**src/rtl/rob_pkg.sv**
```systemverilog
package rob_pkg;

    // register value and program counter
    typedef logic [31:0] data_t;
    typedef logic [31:0] addr_t;

    // architectural register index, x0 is never renamed
    typedef logic [4:0] reg_idx_t;

    // control register bus
    typedef logic [1:0] cfg_addr_t;

    localparam cfg_addr_t CFG_CTRL    = 2'd0;
    localparam cfg_addr_t CFG_MARGIN  = 2'd1;
    localparam cfg_addr_t CFG_COMMITS = 2'd2;
    localparam cfg_addr_t CFG_FLUSHES = 2'd3;

    // full asserts this many entries before the queue is really full
    localparam data_t MARGIN_RESET = 32'd4;

endpackage

```
**src/rtl/rob_wb_if.sv**
```systemverilog


// retired entry, valid for one cycle per commit
interface rob_commit_if #(
    parameter int rob_depth = 16
);
    import rob_pkg::*;

    localparam int idx_w = $clog2(rob_depth);
    localparam int tag_w = idx_w + 1;

    logic             valid;
    reg_idx_t         rd;
    logic [tag_w-1:0] tag;
    data_t            value;
    logic             jump;
    addr_t            target_pc;

    modport retire (output valid, rd, tag, value, jump, target_pc);
    modport observe (input valid, rd, tag, value, jump, target_pc);

endinterface

```
**src/rtl/rob_ctrl_regs.sv**
```systemverilog
`timescale 1ns/1ns

module rob_ctrl_regs (
    input  logic               clk,
    input  logic               rst_n,
    input  logic               cfg_we,
    input  rob_pkg::cfg_addr_t cfg_addr,
    input  rob_pkg::data_t     cfg_wdata,
    output rob_pkg::data_t     cfg_rdata,
    output logic               hold,
    output rob_pkg::data_t     full_margin,
    rob_commit_if.observe      commit
);
    import rob_pkg::*;

    data_t commit_cnt;
    data_t flush_cnt;

    always_ff @(posedge clk) begin
        if (!rst_n) begin
            hold        <= 1'b0;
            full_margin <= MARGIN_RESET;
        end else if (cfg_we) begin
            if (cfg_addr == CFG_CTRL) hold <= cfg_wdata[0];
            if (cfg_addr == CFG_MARGIN) full_margin <= cfg_wdata;
        end
    end

    // counters are read only, any write clears them
    always_ff @(posedge clk) begin
        if (!rst_n) begin
            commit_cnt <= '0;
            flush_cnt  <= '0;
        end else begin
            if (cfg_we && cfg_addr == CFG_COMMITS) begin
                commit_cnt <= '0;
            end else if (commit.valid) begin
                commit_cnt <= commit_cnt + 1'b1;
            end

            if (cfg_we && cfg_addr == CFG_FLUSHES) begin
                flush_cnt <= '0;
            end else if (commit.jump) begin
                flush_cnt <= flush_cnt + 1'b1;
            end
        end
    end

    always_comb begin
        case (cfg_addr)
            CFG_CTRL:    cfg_rdata = {31'd0, hold};
            CFG_MARGIN:  cfg_rdata = full_margin;
            CFG_COMMITS: cfg_rdata = commit_cnt;
            default:     cfg_rdata = flush_cnt;
        endcase
    end

    // flush count relies on jump only rising with a commit beat
    a_jump_is_commit: assert property (@(posedge clk) disable iff (!rst_n)
        commit.jump |-> commit.valid);

endmodule

```
**src/flat_wrapper.sv**
```systemverilog
// flat-port wrapper written by rule: the top's interface ports become plain ports
module rob_ctrl_regs_flat import rob_pkg::*;
  (clk, rst_n, cfg_we, cfg_addr, cfg_wdata, cfg_rdata, hold, full_margin, commit_valid, commit_rd, commit_tag, commit_value, commit_jump, commit_target_pc);
  rob_commit_if commit_i ();
  input  logic clk;
  input  logic rst_n;
  input  logic cfg_we;
  input  rob_pkg::cfg_addr_t cfg_addr;
  input  rob_pkg::data_t cfg_wdata;
  output rob_pkg::data_t cfg_rdata;
  output logic hold;
  output rob_pkg::data_t full_margin;
  input wire logic [$bits(commit_i.valid)-1:0] commit_valid;
  input wire logic [$bits(commit_i.rd)-1:0] commit_rd;
  input wire logic [$bits(commit_i.tag)-1:0] commit_tag;
  input wire logic [$bits(commit_i.value)-1:0] commit_value;
  input wire logic [$bits(commit_i.jump)-1:0] commit_jump;
  input wire logic [$bits(commit_i.target_pc)-1:0] commit_target_pc;
  assign commit_i.valid = commit_valid;
  assign commit_i.rd = commit_rd;
  assign commit_i.tag = commit_tag;
  assign commit_i.value = commit_value;
  assign commit_i.jump = commit_jump;
  assign commit_i.target_pc = commit_target_pc;
  rob_ctrl_regs u_core (.clk(clk), .rst_n(rst_n), .cfg_we(cfg_we), .cfg_addr(cfg_addr), .cfg_wdata(cfg_wdata), .cfg_rdata(cfg_rdata), .hold(hold), .full_margin(full_margin), .commit(commit_i));
endmodule
```
**config.mk**
```make
export PLATFORM = sky130hd
export DESIGN_NAME = rob_ctrl_regs_flat
export DESIGN_NICKNAME = d
export VERILOG_FILES = /design/src/rtl/rob_pkg.sv /design/src/rtl/rob_wb_if.sv /design/src/rtl/rob_ctrl_regs.sv /design/src/flat_wrapper.sv
export SDC_FILE = /design/constraint.sdc
export NUM_CORES = 1
export LEC_CHECK = 0
export BUFFER_PORTS_ARGS = -buffer_cell sky130_fd_sc_hd__buf_2
export CAP_MARGIN = 20
export CORE_MARGIN = 2
export CORE_UTILIZATION = 50
export CTS_CLUSTER_DIAMETER = 200
export DETAILED_ROUTE_END_ITERATION = 10
export HOLD_SLACK_MARGIN = 0.12
export PLACE_DENSITY_LB_ADDON = 0.15
export SYNTH_ARGS = -nofsm -noshare
export SYNTH_HDL_FRONTEND = slang
export SYNTH_SLANG_ARGS = --single-unit
```
**constraint.sdc**
```tcl
create_clock -name clk -period 2.4 [get_ports clk]
set_input_delay 0.48 -clock clk [delete_from_list [all_inputs] [get_ports clk]]
set_output_delay 0.48 -clock clk [all_outputs]
set_load 0.02 [all_outputs]
```
# ---- Yosys cells after proc, flatten, opt, wreduce, memory -nomap -nowiden
# Index checks and enable logic that the tools add are counted.
dict set report word_totals {
  reg_bits 97
  inputBits 113
  out_inout_bits 65
  wordCells 18
}
dict set report classes {
  add_sub_neg 2
  eq_ne 3
  mux 1
  bitwise_logic 1
  reduce_logical 7
}
# op n
set op_table {}
lappend op_table {{$pmux 32 s3} 1}
lappend op_table {{$add 32x1->32 const B} 2}
lappend op_table {{$eq 2x2->1 const B} 2}
lappend op_table {{$reduce_and 2->1} 2}
lappend op_table {{$reduce_or 2->1} 2}
lappend op_table {{$eq 2x1->1 const B} 1}
lappend op_table {{$logic_and 1x1->1} 2}
lappend op_table {{$logic_not 2->1} 1}
lappend op_table {{$not 1->1} 1}

# ---- Logic depth before layout (Yosys ltp)
dict set report logic_depth {
  word_depth 3
  ltp_mapped 8
}

# ---- Worst setup path before layout
# No wires, ideal clock.
dict set report synth_timing {
  path_type {register -> register}
  from {reg u_core.commit_cnt[0]}
  to {reg u_core.commit_cnt[24]}
  setup_ps 72
  arrival_ps 1947
  required_time_ps 2328
  setup_slack_ps 381
  path_stages_with_launch 8
  path_buffers 2
  path_cell_list {dfxtp_1 -> ha_1 -> nand3_2 -> or4_1 -> buf_2 -> buf_6 -> nor4_1 -> mux2i_1}
}
dict set report synth_via {
  elab_chain_cells 1
}
# element line_no
set synth_rtl {}
lappend synth_rtl {{start, declared} rob_ctrl_regs.sv:16} ;# data_t commit_cnt;
lappend synth_rtl {{start signal, assigned} rob_ctrl_regs.sv:38} ;# commit_cnt <= commit_cnt + 1'b1;
lappend synth_rtl {{$add 32x1->32} rob_ctrl_regs.sv:38}
# No other way between the ends.
# A chain may end at the register's enable or synchronous reset.

# ---- Worst setup path after layout
dict set report layout_timing {
  from {in cfg_addr[0]}
  to {out cfg_rdata[12]}
}
dict set report layout_via {
  elab_chain_cells 2
}
# element line_no
set layout_rtl {}
lappend layout_rtl {{start, declared} flat_wrapper.sv:8} ;# input rob_pkg::cfg_addr_t cfg_addr;
lappend layout_rtl {{$eq 2x2->1, or another cell as far along} rob_ctrl_regs.sv:50} ;# case (cfg_addr)
lappend layout_rtl {{$pmux 32 s3 (*)} rob_ctrl_regs.sv:50}
lappend layout_rtl {{end, declared} flat_wrapper.sv:10} ;# output rob_pkg::data_t cfg_rdata;
# Mark *: on every way between the ends. The rest lies on a longest branch, timed or not.

==> results_dict.tcl <==
set metrics [dict create \
    cts_setup_buffers 0 \
    cap_violations 0 \
    root_buffer "clkbuf_8" \
    syn_inst 586 \
    seqCellArea_mm2 0.001942 \
    antenna_left 0 \
    vias 4776 \
    final_nets 798 \
    ys_types 47 \
    syn2layout_area_growth_pct 18.82 \
    num_antenna_cells 0 \
    cts_resized 0 \
    grt_max_degree 38 \
    grt-ovfl-total 0 \
    multi_input_area_mm2 0.002709 \
    cp-start-kind "input pin" \
    io_pins 178 \
    end_kind "output pin" \
    peakVddDrop_mv 0.2250 \
    clockBufferDepth 2 \
    maxSlewViolCount 0 \
    finalSetupTns_ns 0 \
    vias_per_cell 5.817 \
    first_pass_iters 4 \
    antenna_found_initial 0 \
    tritoncts.num_buffers 9 \
    slew_headroom_pct 59.19 \
    synth-edff-count 0 \
    fmax_mhz 445.5 \
    gp_congestion 0.8467 \
    clk_pin_slew_worst_paths_ns 0.09 \
    setup_viol 0 \
    critPathRequiredTime_ns 1.92 \
    pwr_density_cell_mw_per_mm2 520.4 \
    fp.dieH_um 102.8 \
    clk_latency_ns 0.37 \
    hold_class "input pin to flop" \
    fillers 914 \
    mostFrequentLayoutCells "buf_2 (103), dfxtp_1 (97), nand2_1 (94)" \
    p_leak_nw 2.221 \
    grt.total_usage_pct 25.91 \
    yosysSeqAreaShare_pct 39.79 \
    path_max_fanout 15 \
    setup_ws_ns 0.1555 \
    cts_tree "yes" \
    dieArea_mm2 0.01057 \
    grt_pass1_vias 4403 \
    syn_area_per_cell_um2 8.327 \
    arrival_ns 1.76 \
    criticalPathCategory "input pin to output pin" \
    grt_pass1_wl_mm 21.41 \
    final_common_cell "buf_2" \
    wire_per_inst_um 16.45 \
    fp.dieW_um 102.8 \
    hold_viol_final 0 \
    synth_flop_cell "dfxtp_1" \
    rsz0062_at_grt "no" \
    initial_core_util_pct 50.62 \
    yosys_warnings 0 \
    synth_fp_nets 701 \
    drt_iter0_markers 201 \
    cts_sinks 97 \
    skew_ns 0.008255 \
    synth_seq_cells 97 \
    wl_mm 13.51 \
    period_share_pct 93.52 \
    fin_crit_ns 2.244 \
    drive_gt1_share_pct 26.60 \
    pre_cts_ws_ns 0.1687 \
    tightest_slew_ns 0.6121 \
    hold_buffers 0 \
    status "complete, no violations" \
    syn-cell-area_mm2 0.004880 \
    rows 36 \
    io_buffers 103 \
    drc_errors 0 \
    synth-async-reset-ratio_pct 0 \
    hpwl_mm 9.831 \
    cts_max_level 3 \
    core_area_mm2 0.009639 \
]
[worst max-delay path: stages]
cell    delay, ns
buf_2        0.34
buf_4        0.25
mux2_2       0.37
a22o_1       0.17
buf_2        0.15
[cell families (layout without fill, tap and decap cells)]
group,after synthesis,after routing,synth area share [%]
XOR/XNOR,20,20,3.590
flip-flops,97,97,39.79
adder cells (fa/ha/maj),2,2,0.5127
AO/OA/AOI/OAI,146,146,18.72
AND/OR/NAND/NOR,236,236,25.15
buffers and inverters,53,155,4.743
multiplexers,32,32,7.487
[flip-flops by register name, indices dropped and copies added, names as in the netlist]
register	count
u_core.commit_cnt	32
u_core.hold	1
u_core.full_margin	32
u_core.flush_cnt	32
[power breakdown]
| group | internal [mW] | switching [mW] | total (mW) |
|---|---|---|---|
| Clock | 0.504 | 0.585 | 1.09 |
| Sequential | 1.63 | 0.0211 | 1.65 |
| Combinational | 0.104 | 0.170 | 0.274 |
| Total | 2.24 | 0.776 | 3.02 |
[path summary, 6_finish.rpt]
| path | to | startpoint | slack [ns] | depth (start not counted) |
|---|---|---|---|---|
| max | cfg_rdata[12] | cfg_addr[0] | 0.16 | 5 |
| min | u_core.full_margin[29] | cfg_wdata[29] | 0.34 | 3 |
| max reg2reg | u_core.commit_cnt[18] | u_core.commit_cnt[1] | 0.25 | 6 |
| min reg2reg | u_core.full_margin[29] | u_core.full_margin[29] | 0.47 | 2 |
[area by class of cell]
type | instances | area share, %
clock buffer | 10 | 2.374
clock inverter | 6 | 0.9927
inverter | 10 | 0.6474
multi-input combinational | 436 | 46.72
sequential | 97 | 33.49
tap | 133 | 2.870
timing repair buffer | 129 | 12.90
[Yosys cell counts (all sizes together) (2+ instances only)]
| master | instances | area (um2) |
|---|---|---|
| o41ai | 2 | 17.52 |
| nor3 | 4 | 20.02 |
| mux2 | 26 | 292.8 |
| and3 | 5 | 31.28 |
| and2 | 3 | 18.77 |
| xnor2 | 7 | 61.31 |
| ha | 2 | 25.02 |
| or3 | 17 | 108.9 |
| a21oi | 69 | 345.3 |
| o21ai | 21 | 105.1 |
| nor2 | 27 | 101.4 |
| o31ai | 20 | 150.1 |
| nand4 | 21 | 137.6 |
| nor4 | 4 | 25.02 |
| dfxtp | 97 | 1942 |
| mux2i | 5 | 50.05 |
| buf | 7 | 37.53 |
| or4 | 25 | 187.7 |
| a22o | 31 | 271.5 |
| clkbuf | 36 | 156.4 |
| or2 | 2 | 12.51 |
| o21a | 2 | 15.01 |
| xor2 | 13 | 113.9 |
| nand2 | 94 | 352.8 |
| nand3 | 19 | 100.1 |
| inv | 9 | 33.78 |
| and4 | 7 | 63.81 |
[layer usage]
layer / track usage [%] / share of wire [%]
met1: 32.51 / 43
met2: 44.65 / 50
met3: 3.254 / 5.0
met4: 11.54 / 2.2
met5: 0 / 0
[per-stage QoR]
step	instances	util, %	cell area, um2	hold WS, ns	total power [mW]
after floorplan	586	-	4880	0.4399	1.844
after detailed placement	805	58.13	5603	0.4632	1.965
after global placement	805	58.13	5603	0.4522	1.959
after CTS	821	60.15	5798	0.3294	3.026
final	821	60.15	5798	0.3405	3.017
after global routing	821	60.15	5798	0.3428	3.116
Power figures use the tool's default switching activity.
