--- src/rtl/rob_pkg.sv ---
package rob_pkg;

    // register value and program counter
    typedef logic [31:0] data_t;
    typedef logic [31:0] addr_t;

    // architectural register index, x0 is never renamed
    typedef logic [4:0] reg_idx_t;

    // control register bus
    typedef logic [1:0] cfg_addr_t;

    localparam cfg_addr_t CFG_CTRL    = 2'd0;
    localparam cfg_addr_t CFG_MARGIN  = 2'd1;
    localparam cfg_addr_t CFG_COMMITS = 2'd2;
    localparam cfg_addr_t CFG_FLUSHES = 2'd3;

    // full asserts this many entries before the queue is really full
    localparam data_t MARGIN_RESET = 32'd4;

endpackage

--- src/rtl/rob_wb_if.sv ---
`timescale 1ns/1ns

// execution result into the reorder buffer, one beat per cycle with valid high
interface rob_wb_if #(
    parameter int rob_depth = 16
);
    import rob_pkg::*;

    localparam int idx_w = $clog2(rob_depth);
    localparam int tag_w = idx_w + 1;

    logic             valid;
    logic [tag_w-1:0] rob_id;
    data_t            result;
    addr_t            target_pc;
    logic             jump;

    modport source (output valid, rob_id, result, target_pc, jump);
    modport sink (input valid, rob_id, result, target_pc, jump);

endinterface

// retired entry, valid for one cycle per commit
interface rob_commit_if #(
    parameter int rob_depth = 16
);
    import rob_pkg::*;

    localparam int idx_w = $clog2(rob_depth);
    localparam int tag_w = idx_w + 1;

    logic             valid;
    reg_idx_t         rd;
    logic [tag_w-1:0] tag;
    data_t            value;
    logic             jump;
    addr_t            target_pc;

    modport retire (output valid, rd, tag, value, jump, target_pc);
    modport observe (input valid, rd, tag, value, jump, target_pc);

endinterface

--- src/rtl/reorder_buffer.sv ---
`timescale 1ns/1ns

module reorder_buffer #(
    parameter int rob_depth = 16,
    localparam int idx_w = $clog2(rob_depth),
    localparam int tag_w = idx_w + 1
) (
    input  logic              clk,
    input  logic              rst_n,
    input  logic              hold,
    input  rob_pkg::data_t    full_margin,
    input  logic              dispatch_valid,
    input  rob_pkg::reg_idx_t dispatch_rd,
    output logic [tag_w-1:0]  dispatch_rob_id,
    output logic              full,
    input  logic [tag_w-1:0]  q1,
    input  logic [tag_w-1:0]  q2,
    output logic              q1_ready,
    output logic              q2_ready,
    output rob_pkg::data_t    q1_data,
    output rob_pkg::data_t    q2_data,
    rob_wb_if.sink            alu_wb,
    input  logic              mem_wb_valid,
    input  logic [tag_w-1:0]  mem_wb_rob_id,
    input  rob_pkg::data_t    mem_wb_result,
    input  logic [tag_w-1:0]  store_ready_rob_id,
    input  logic [tag_w-1:0]  io_rob_id,
    output logic [tag_w-1:0]  head_io_rob_id,
    rob_commit_if.retire      commit
);
    import rob_pkg::*;

    // tag = index + 1, tag 0 is no entry
    function automatic logic [idx_w-1:0] tag_to_idx(input logic [tag_w-1:0] tag);
        return idx_w'(tag - 1'b1);
    endfunction

    logic [idx_w-1:0]     head;
    logic [idx_w-1:0]     tail;
    logic [idx_w:0]       count;
    logic [rob_depth-1:0] busy;
    logic [rob_depth-1:0] ready;
    logic [rob_depth-1:0] io;
    logic [rob_depth-1:0] ent_jump;
    reg_idx_t             ent_rd [rob_depth];
    data_t                ent_value [rob_depth];
    addr_t                ent_target [rob_depth];

    logic [idx_w-1:0] alu_idx;
    logic [idx_w-1:0] mem_idx;
    logic [idx_w-1:0] st_idx;
    logic [idx_w-1:0] io_idx;
    logic             live;
    logic             do_commit;
    logic             do_alloc;
    logic             alu_hit;
    logic             mem_hit;
    logic             st_hit;
    logic             io_hit;

    assign alu_idx = tag_to_idx(alu_wb.rob_id);
    assign mem_idx = tag_to_idx(mem_wb_rob_id);
    assign st_idx  = tag_to_idx(store_ready_rob_id);
    assign io_idx  = tag_to_idx(io_rob_id);

    // a registered jump commit flushes at this edge, hold freezes the rest
    assign live      = !hold && !commit.jump;
    assign do_commit = live && busy[head] && ready[head];
    assign do_alloc  = live && dispatch_valid;
    assign alu_hit   = live && alu_wb.valid && busy[alu_idx];
    assign mem_hit   = live && mem_wb_valid && busy[mem_idx];
    assign st_hit    = live && (store_ready_rob_id != '0) && busy[st_idx];
    assign io_hit    = live && (io_rob_id != '0) && busy[io_idx];

    assign dispatch_rob_id = tag_w'(tail) + 1'b1;
    assign full            = (32'(count) + full_margin) >= 32'(rob_depth);
    assign head_io_rob_id  = (busy[head] && io[head]) ? tag_w'(head) + 1'b1 : '0;

    // operand queries
    assign q1_ready = (q1 != '0) && ready[tag_to_idx(q1)];
    assign q2_ready = (q2 != '0) && ready[tag_to_idx(q2)];
    assign q1_data  = (q1 != '0) ? ent_value[tag_to_idx(q1)] : '0;
    assign q2_data  = (q2 != '0) ? ent_value[tag_to_idx(q2)] : '0;

    always_ff @(posedge clk) begin
        if (!rst_n || commit.jump) begin
            head         <= '0;
            tail         <= '0;
            count        <= '0;
            busy         <= '0;
            ready        <= '0;
            io           <= '0;
            commit.valid <= 1'b0;
            commit.jump  <= 1'b0;
        end else begin
            if (alu_hit) ready[alu_idx] <= 1'b1;
            if (mem_hit) ready[mem_idx] <= 1'b1;
            if (st_hit) ready[st_idx] <= 1'b1;
            if (io_hit) io[io_idx] <= 1'b1;

            commit.valid <= do_commit;
            commit.jump  <= do_commit && ent_jump[head];
            if (do_commit) begin
                busy[head]  <= 1'b0;
                ready[head] <= 1'b0;
                io[head]    <= 1'b0;
                head <= (head == idx_w'(rob_depth - 1)) ? '0 : head + 1'b1;
            end

            if (do_alloc) begin
                busy[tail]  <= 1'b1;
                ready[tail] <= 1'b0;
                io[tail]    <= 1'b0;
                tail <= (tail == idx_w'(rob_depth - 1)) ? '0 : tail + 1'b1;
            end

            case ({do_alloc, do_commit})
                2'b10:   count <= count + 1'b1;
                2'b01:   count <= count - 1'b1;
                default: count <= count;
            endcase
        end
    end

    // entry payload and commit fields
    always_ff @(posedge clk) begin
        if (alu_hit) begin
            ent_value[alu_idx]  <= alu_wb.result;
            ent_target[alu_idx] <= alu_wb.target_pc;
            ent_jump[alu_idx]   <= alu_wb.jump;
        end
        if (mem_hit) ent_value[mem_idx] <= mem_wb_result;

        if (do_commit) begin
            commit.rd        <= ent_rd[head];
            commit.tag       <= tag_w'(head) + 1'b1;
            commit.value     <= ent_value[head];
            commit.target_pc <= ent_target[head];
        end

        // stores retire with value 0 unless a result arrives
        if (do_alloc) begin
            ent_rd[tail]     <= dispatch_rd;
            ent_value[tail]  <= '0;
            ent_target[tail] <= '0;
            ent_jump[tail]   <= 1'b0;
        end
    end

    // full depends on the margin programmed in the control block
    a_dispatch_allowed: assert property (@(posedge clk) disable iff (!rst_n)
        dispatch_valid && !commit.jump |-> !full && !hold);

    a_alu_tag_nonzero: assert property (@(posedge clk) disable iff (!rst_n)
        alu_wb.valid |-> alu_wb.rob_id != '0);

    a_mem_tag_nonzero: assert property (@(posedge clk) disable iff (!rst_n)
        mem_wb_valid |-> mem_wb_rob_id != '0);

endmodule

--- src/flat_wrapper.sv ---
// flat-port wrapper written by rule: the top's interface ports become plain ports
module reorder_buffer_flat import rob_pkg::*;
#(
    parameter int rob_depth = 16,
    localparam int idx_w = $clog2(rob_depth),
    localparam int tag_w = idx_w + 1
)
  (clk, rst_n, hold, full_margin, dispatch_valid, dispatch_rd, dispatch_rob_id, full, q1, q2, q1_ready, q2_ready, q1_data, q2_data, mem_wb_valid, mem_wb_rob_id, mem_wb_result, store_ready_rob_id, io_rob_id, head_io_rob_id, alu_wb_valid, alu_wb_rob_id, alu_wb_result, alu_wb_target_pc, alu_wb_jump, commit_valid, commit_rd, commit_tag, commit_value, commit_jump, commit_target_pc);
  rob_wb_if #(.rob_depth(rob_depth)) alu_wb_i ();
  rob_commit_if #(.rob_depth(rob_depth)) commit_i ();
  input  logic clk;
  input  logic rst_n;
  input  logic hold;
  input  rob_pkg::data_t full_margin;
  input  logic dispatch_valid;
  input  rob_pkg::reg_idx_t dispatch_rd;
  output logic [tag_w-1:0] dispatch_rob_id;
  output logic full;
  input  logic [tag_w-1:0] q1;
  input  logic [tag_w-1:0] q2;
  output logic q1_ready;
  output logic q2_ready;
  output rob_pkg::data_t q1_data;
  output rob_pkg::data_t q2_data;
  input  logic mem_wb_valid;
  input  logic [tag_w-1:0] mem_wb_rob_id;
  input  rob_pkg::data_t mem_wb_result;
  input  logic [tag_w-1:0] store_ready_rob_id;
  input  logic [tag_w-1:0] io_rob_id;
  output logic [tag_w-1:0] head_io_rob_id;
  input wire logic [$bits(alu_wb_i.valid)-1:0] alu_wb_valid;
  input wire logic [$bits(alu_wb_i.rob_id)-1:0] alu_wb_rob_id;
  input wire logic [$bits(alu_wb_i.result)-1:0] alu_wb_result;
  input wire logic [$bits(alu_wb_i.target_pc)-1:0] alu_wb_target_pc;
  input wire logic [$bits(alu_wb_i.jump)-1:0] alu_wb_jump;
  output wire logic [$bits(commit_i.valid)-1:0] commit_valid;
  output wire logic [$bits(commit_i.rd)-1:0] commit_rd;
  output wire logic [$bits(commit_i.tag)-1:0] commit_tag;
  output wire logic [$bits(commit_i.value)-1:0] commit_value;
  output wire logic [$bits(commit_i.jump)-1:0] commit_jump;
  output wire logic [$bits(commit_i.target_pc)-1:0] commit_target_pc;
  assign alu_wb_i.valid = alu_wb_valid;
  assign alu_wb_i.rob_id = alu_wb_rob_id;
  assign alu_wb_i.result = alu_wb_result;
  assign alu_wb_i.target_pc = alu_wb_target_pc;
  assign alu_wb_i.jump = alu_wb_jump;
  assign commit_valid = commit_i.valid;
  assign commit_rd = commit_i.rd;
  assign commit_tag = commit_i.tag;
  assign commit_value = commit_i.value;
  assign commit_jump = commit_i.jump;
  assign commit_target_pc = commit_i.target_pc;
  reorder_buffer #(.rob_depth(rob_depth)) u_core (.clk(clk), .rst_n(rst_n), .hold(hold), .full_margin(full_margin), .dispatch_valid(dispatch_valid), .dispatch_rd(dispatch_rd), .dispatch_rob_id(dispatch_rob_id), .full(full), .q1(q1), .q2(q2), .q1_ready(q1_ready), .q2_ready(q2_ready), .q1_data(q1_data), .q2_data(q2_data), .alu_wb(alu_wb_i), .mem_wb_valid(mem_wb_valid), .mem_wb_rob_id(mem_wb_rob_id), .mem_wb_result(mem_wb_result), .store_ready_rob_id(store_ready_rob_id), .io_rob_id(io_rob_id), .head_io_rob_id(head_io_rob_id), .commit(commit_i));
endmodule
--- config.mk ---
export PLATFORM = sky130hd
export DESIGN_NAME = reorder_buffer_flat
export DESIGN_NICKNAME = d
export VERILOG_FILES = /design/src/rtl/rob_pkg.sv /design/src/rtl/rob_wb_if.sv /design/src/rtl/reorder_buffer.sv /design/src/flat_wrapper.sv
export SDC_FILE = /design/constraint.sdc
export NUM_CORES = 2
export LEC_CHECK = 0
export ABC_CLOCK_PERIOD_IN_PS = 9600
export BUFFER_PORTS_ARGS = -buffer_cell sky130_fd_sc_hd__buf_4
export CAP_MARGIN = 20
export CORE_MARGIN = 2
export CORE_UTILIZATION = 35
export CTS_BUF_LIST = sky130_fd_sc_hd__clkbuf_16
export DETAILED_ROUTE_END_ITERATION = 8
export PLACE_DENSITY_LB_ADDON = 0.12
export SLEW_MARGIN = 20
export SYNTH_ARGS = -nofsm -noshare
export SYNTH_HDL_FRONTEND = slang
export SYNTH_SLANG_ARGS = --single-unit
--- constraint.sdc ---
create_clock -name clk -period 9.6 [get_ports clk]
set_input_delay 1.92 -clock clk [delete_from_list [all_inputs] [get_ports clk]]
set_output_delay 1.92 -clock clk [all_outputs]
set_load 0.05 [all_outputs]
* After elaboration in Yosys (flattened, before gate mapping)
Memories as Yosys holds them, arrays and structs flattened. A register that Yosys moved wholly into a read port is not among the register bits.
Cells that the tools add are included.
** Storage, ports and cells
- Output and inout bits :: 153
- Memories :: 3
- Input bits :: 170
- Memory bits (writable) :: 1104
- Register bits :: 84
** Operators by class
- Add/subtract/negate cells :: 13
- Muxes and demuxes :: 64
- $lt $le $gt $ge :: 15
- Reduce and logical (&&, ||, !) cells :: 31
- Bitwise operators :: 13
- Equal/unequal tests :: 4
** Memories
- u_core.ent_target :: depth 16, width 32, rd ports 1, clocked after memory_dff 1, wr ports 2, RTL line reorder_buffer.sv:47 : addr_t ent_target [rob_depth];
- u_core.ent_value :: depth 16, width 32, rd ports 3, clocked after memory_dff 1, wr ports 3, RTL line reorder_buffer.sv:46 : data_t ent_value [rob_depth];
- u_core.ent_rd :: depth 16, width 5, rd ports 1, clocked after memory_dff 1, wr ports 1, RTL line reorder_buffer.sv:45 : reg_idx_t ent_rd [rob_depth];
** Operators with widths (number)
- $mux W16 :: 19
- $and A16 B16 Y16 :: 6
- $or A16 B16 Y16 :: 5
- $mux W32 :: 2
- $bmux W1 S4 :: 10
- $lt A4 B5 Y1 const B :: 8
- $add A5 B32 Y32 :: 1
- $ge A32 B5 Y1 const B :: 1
- $not A16 Y16 :: 2
- $demux W1 S4 :: 6
- $ge A4 B1 Y1 const B :: 6
- $sub A4 B1 Y4 const B :: 6
- $logic_and A1 B1 Y1 :: 22
- $mux W1 :: 22
- $reduce_bool A5 Y1 :: 4
- $bwmux W16 :: 1
- $add A4 B1 Y5 const B :: 2
- $pmux W5 S2 :: 1
- $add A4 B1 Y4 const B :: 2
- $eq A4 B4 Y1 const B :: 2
- $mux W4 :: 2
- $add A5 B1 Y5 const B :: 1
- $mux W5 :: 1
- $sub A5 B1 Y5 const B :: 1
- 5 further kinds :: 7

* Depth between registers and ports, before layout
- Depth after elaboration :: 19
- Mapped depth :: 16

* Worst setup path after synthesis
No wires, ideal clock.
- Kind :: input to output
- From :: input q2[0]
- To :: output q2_data[10]
- Data required time :: 7.680 ns
- Slack :: 1.983 ns
- Cell stages on the path :: 10
- Buffers on the path :: 5
- Arrival time :: 5.697 ns
- Cell sequence :: clkbuf_1 > clkbuf_1 > buf_2 > inv_1 > ha_1 > xnor2_1 > clkbuf_1 > buf_1 > mux2i_1 > a211oi_1
** On the way
- Cells in the longest elaborated chain, start to end :: 3
- Elaborated cells between the ends (all ways) :: 4
** RTL lines
- start: declaration :: RTL line flat_wrapper.sv:20 : input logic [tag_w-1:0] q2;
- $sub A4 B1 Y4 :: RTL line reorder_buffer.sv:35 : return idx_w'(tag - 1'b1);
- $mem_v2 Z16 W32
- $mux W32 * :: RTL line reorder_buffer.sv:83 : assign q2_data = (q2 != '0) ? ent_value[tag_to_idx(q2)] : '0;
- end: declaration :: RTL line flat_wrapper.sv:24 : output rob_pkg::data_t q2_data;
Every way passes the cells marked *; elsewhere a longest branch is shown, timed or not.

* Final worst setup path
- From :: input q1[0]
- To :: output q1_data[2]
** On the way
- Cells in the longest elaborated chain, start to end :: 3
- Elaborated cells between the ends (all ways) :: 4
** RTL lines
- start: declaration :: RTL line flat_wrapper.sv:19 : input logic [tag_w-1:0] q1;
- $sub A4 B1 Y4 :: RTL line reorder_buffer.sv:35
- $mem_v2 Z16 W32
- $mux W32 * :: RTL line reorder_buffer.sv:82 : assign q1_data = (q1 != '0) ? ent_value[tag_to_idx(q1)] : '0;
- end: declaration :: RTL line flat_wrapper.sv:23 : output rob_pkg::data_t q1_data;
Marks and branches as above.

==> flow_summary.ini <==
[run_status]
status = finished clean

[setup_path]
cp-end-kind = output port
critical_path.max_fanout = 45
crit_top_cell = a211oi_1
critPathKind = in -> out
slowest_delay_ns = 0.96
worstPathRequired_ns = 7.68
cp-start-kind = input port
worstPathArrival_ns = 5.34
crit_chain = buf_8 -> inv_1 -> ha_4 -> mux4_2 -> nor2b_1 -> a211oi_1 -> a211oi_1 -> buf_4
critPathSlowestCell = a211oi_1

[sta]
rsz0062_at_grt = no
slew_violations = 0
hold_viol_final = 0
fin_crit_ns = 7.26
timing.final.crit_share = 0.756
maxSlewHeadroom = 0.202
worst_pin_slew_ns = 1.20
setup_violations = 0
tns_ns = 0
fin_skew_ns = 0.0697
fmax_ghz = 0.138

[cts]
cts-root-buf = clkbuf_16
clock_latency_ns = 0.86
cts_hold_buffers = 0
cts_tree = built
clk_pin_slew_ns = 0.06
cts_buffers = 153
cts_sinks = 1257
cts_max_path_buffers = 3
post_cts_buffers = 0
ctsResizeCount = 0
h-tree-depth = 4

[yosys]
synth-edff-count = 154
ys.flop_type = dfxtp_1
ys_seq_elements = 1257
synthCells = 6583
synth_area_mm2 = 0.0674
synth_top_cell_area_share = 0.328
netlist_top_cells_area = dfxtp_1 (33%), mux4_2 (21%), mux2i_1 (8.6%), a211oi_1 (7.3%), edfxtp_1 (6.9%)
synth_nets = 6794
yosysSeqAreaShare = 0.396
yosys.area.top_type = dfxtp_1
ys_async_sr_fraction = 0
yosysWarnings = 0
synth_cell_types = 68
postSynthAreaPerCell_um2 = 10.2
synth_common_cells = nand2_1 (1,136), dfxtp_1 (1,103), a211oi_1 (652)
synth_most_common_cell = nand2_1

[finish]
layout.cells.non_filler = 9101
drive_above_1_share = 0.213
final_nets = 6642
fin_util = 0.397
postLayoutCellArea_mm2 = 0.0762
synthToLayoutAreaGrowth_pct = 13.1

[detailed_routing]
postRouteWirelength_mm = 285
ant_nets = 0
avgViaCountPerCell = 6.11
vias = 55600
drtIter0Drc = 5883
wl_per_cell_um = 31.3
dr.pass1.iters = 6
drc = 0

[die]
die_width_um = 443
num_io_pins = 323
die_area_mm2 = 0.196
initial_utilization = 0.351
die_h_um = 443
rows = 161
core_area_mm2 = 0.192

[power]
power.leakage_nw = 25.4
peakVddDrop_mv = 0.140
power_density_mw_per_mm2 = 158

[grt]
use_met3 = 0.0478
grt_max_degree = 100
top_usage_layer = met2
grt_util_all_layers = 0.284
use_met2 = 0.456
grt_pass1_wl_mm = 404
antenna_found_initial = 34
grt_pass1_vias = 53500
use_met1 = 0.379
gr-total-overflow = 0

[flow_run]
cap_violations = 0

[placed_design]
dp_hpwl_mm = 159
io_buffers = 320
placed_cells = 8802
gp_congestion = 0.856
post_dp_cell_area_mm2 = 0.0713

[hold_path]
min_path_type = reg -> reg
## worst paths after layout
check / startpoint / to / slack, ns / cells after the start
max reg2reg: u_core.head[1] / u_core.count[4] / 4.12 / 15
max: q1[0] / q1_data[2] / 2.34 / 8
min: u_core.ent_target[15][18] / u_core.ent_target[15][18] / 0.45 / 2
min reg2reg: u_core.ent_target[15][18] / u_core.ent_target[15][18] / 0.45 / 2
## flip-flops by register name, indices dropped and copies added (netlist names)
| register | flops |
|---|---|
| u_core.busy | 16 |
| u_core.commit.jump | 1 |
| u_core.commit.rd | 5 |
| u_core.commit.tag | 5 |
| u_core.commit.target_pc | 32 |
| u_core.commit.valid | 1 |
| u_core.commit.value | 32 |
| u_core.count | 5 |
| u_core.ent_jump | 16 |
| u_core.ent_rd | 80 |
| u_core.ent_target | 512 |
| u_core.ent_value | 512 |
| u_core.head | 4 |
| u_core.io | 16 |
| u_core.ready | 16 |
| u_core.tail | 4 |
## through the flow
step,hold WS (ns),power (mW),setup WS (ns)
after floorplan,0.431,6.04,1.98
after global placement,0.439,6.37,2.35
final,0.452,12.0,2.34
after global routing,0.460,12.4,2.26
after CTS,0.451,12.1,2.34
after detailed placement,0.443,6.38,2.34
## routing by layer
metal / wire length (µm) / part of all wire
met1: 118000 / 0.41
met2: 133000 / 0.47
met3: 21500 / 0.075
met4: 11800 / 0.041
met5: 102 / 0.00036
## layout by cell type, fill, tap and decap left out, types with 12 or more instances in the layout
| cell type | instances |
|---|---|
| nor3_1 | 13 |
| clkinv_1 | 36 |
| nor2_1 | 583 |
| ha_1 | 37 |
| nor2b_1 | 72 |
| dfxtp_1 | 1099 |
| inv_1 | 70 |
| buf_4 | 438 |
| nand2_1 | 1110 |
| mux2i_1 | 581 |
| nand3_1 | 15 |
| nand2_4 | 15 |
| mux4_2 | 642 |
| a31oi_1 | 12 |
| a211oi_1 | 652 |
| clkbuf_16 | 159 |
| diode_2 | 15 |
| xor2_1 | 16 |
| clkinv_2 | 22 |
| and3_1 | 14 |
| nor2_4 | 13 |
| a21oi_1 | 585 |
| edfxtp_1 | 154 |
## cells by family after synthesis
logic type / count (synthesis) / synth area share
simple gates: 1934 / 0.116
flops: 1257 / 0.396
fa+ha+maj: 41 / 0.00784
xor+xnor: 31 / 0.00403
compound gates: 1301 / 0.124
buf+inv: 792 / 0.0502
mux: 1227 / 0.302
## cell type report
type | count | area (µm²)
Clock inverter | 125 | 926
Multi-Input combinational cell | 4534 | 37700
Timing Repair Buffer | 451 | 3550
Sequential cell | 1257 | 26700
Tap cell | 2526 | 3160
Fill cell | 18500 | 116000
Inverter | 34 | 130
Clock buffer | 159 | 3980
Antenna cell | 15 | 37.5
## power by group
group / switching [mW] / internal (mW)
clock network: 2.56 / 3.19
registers: 0.0442 / 5.36
logic: 0.573 / 0.291
total: 3.17 / 8.84
## worst max-delay path, delay by kind of cell
family / cells / cell delay (ns)
AOI/OAI and AO/OA: 2 / 1.03
buffers and inverters: 3 / 0.90
adders and majority gates: 1 / 0.90
muxes: 1 / 0.35
and+or+nand+nor: 1 / 0.17
Note: power is estimated with default switching activity, not from simulation.
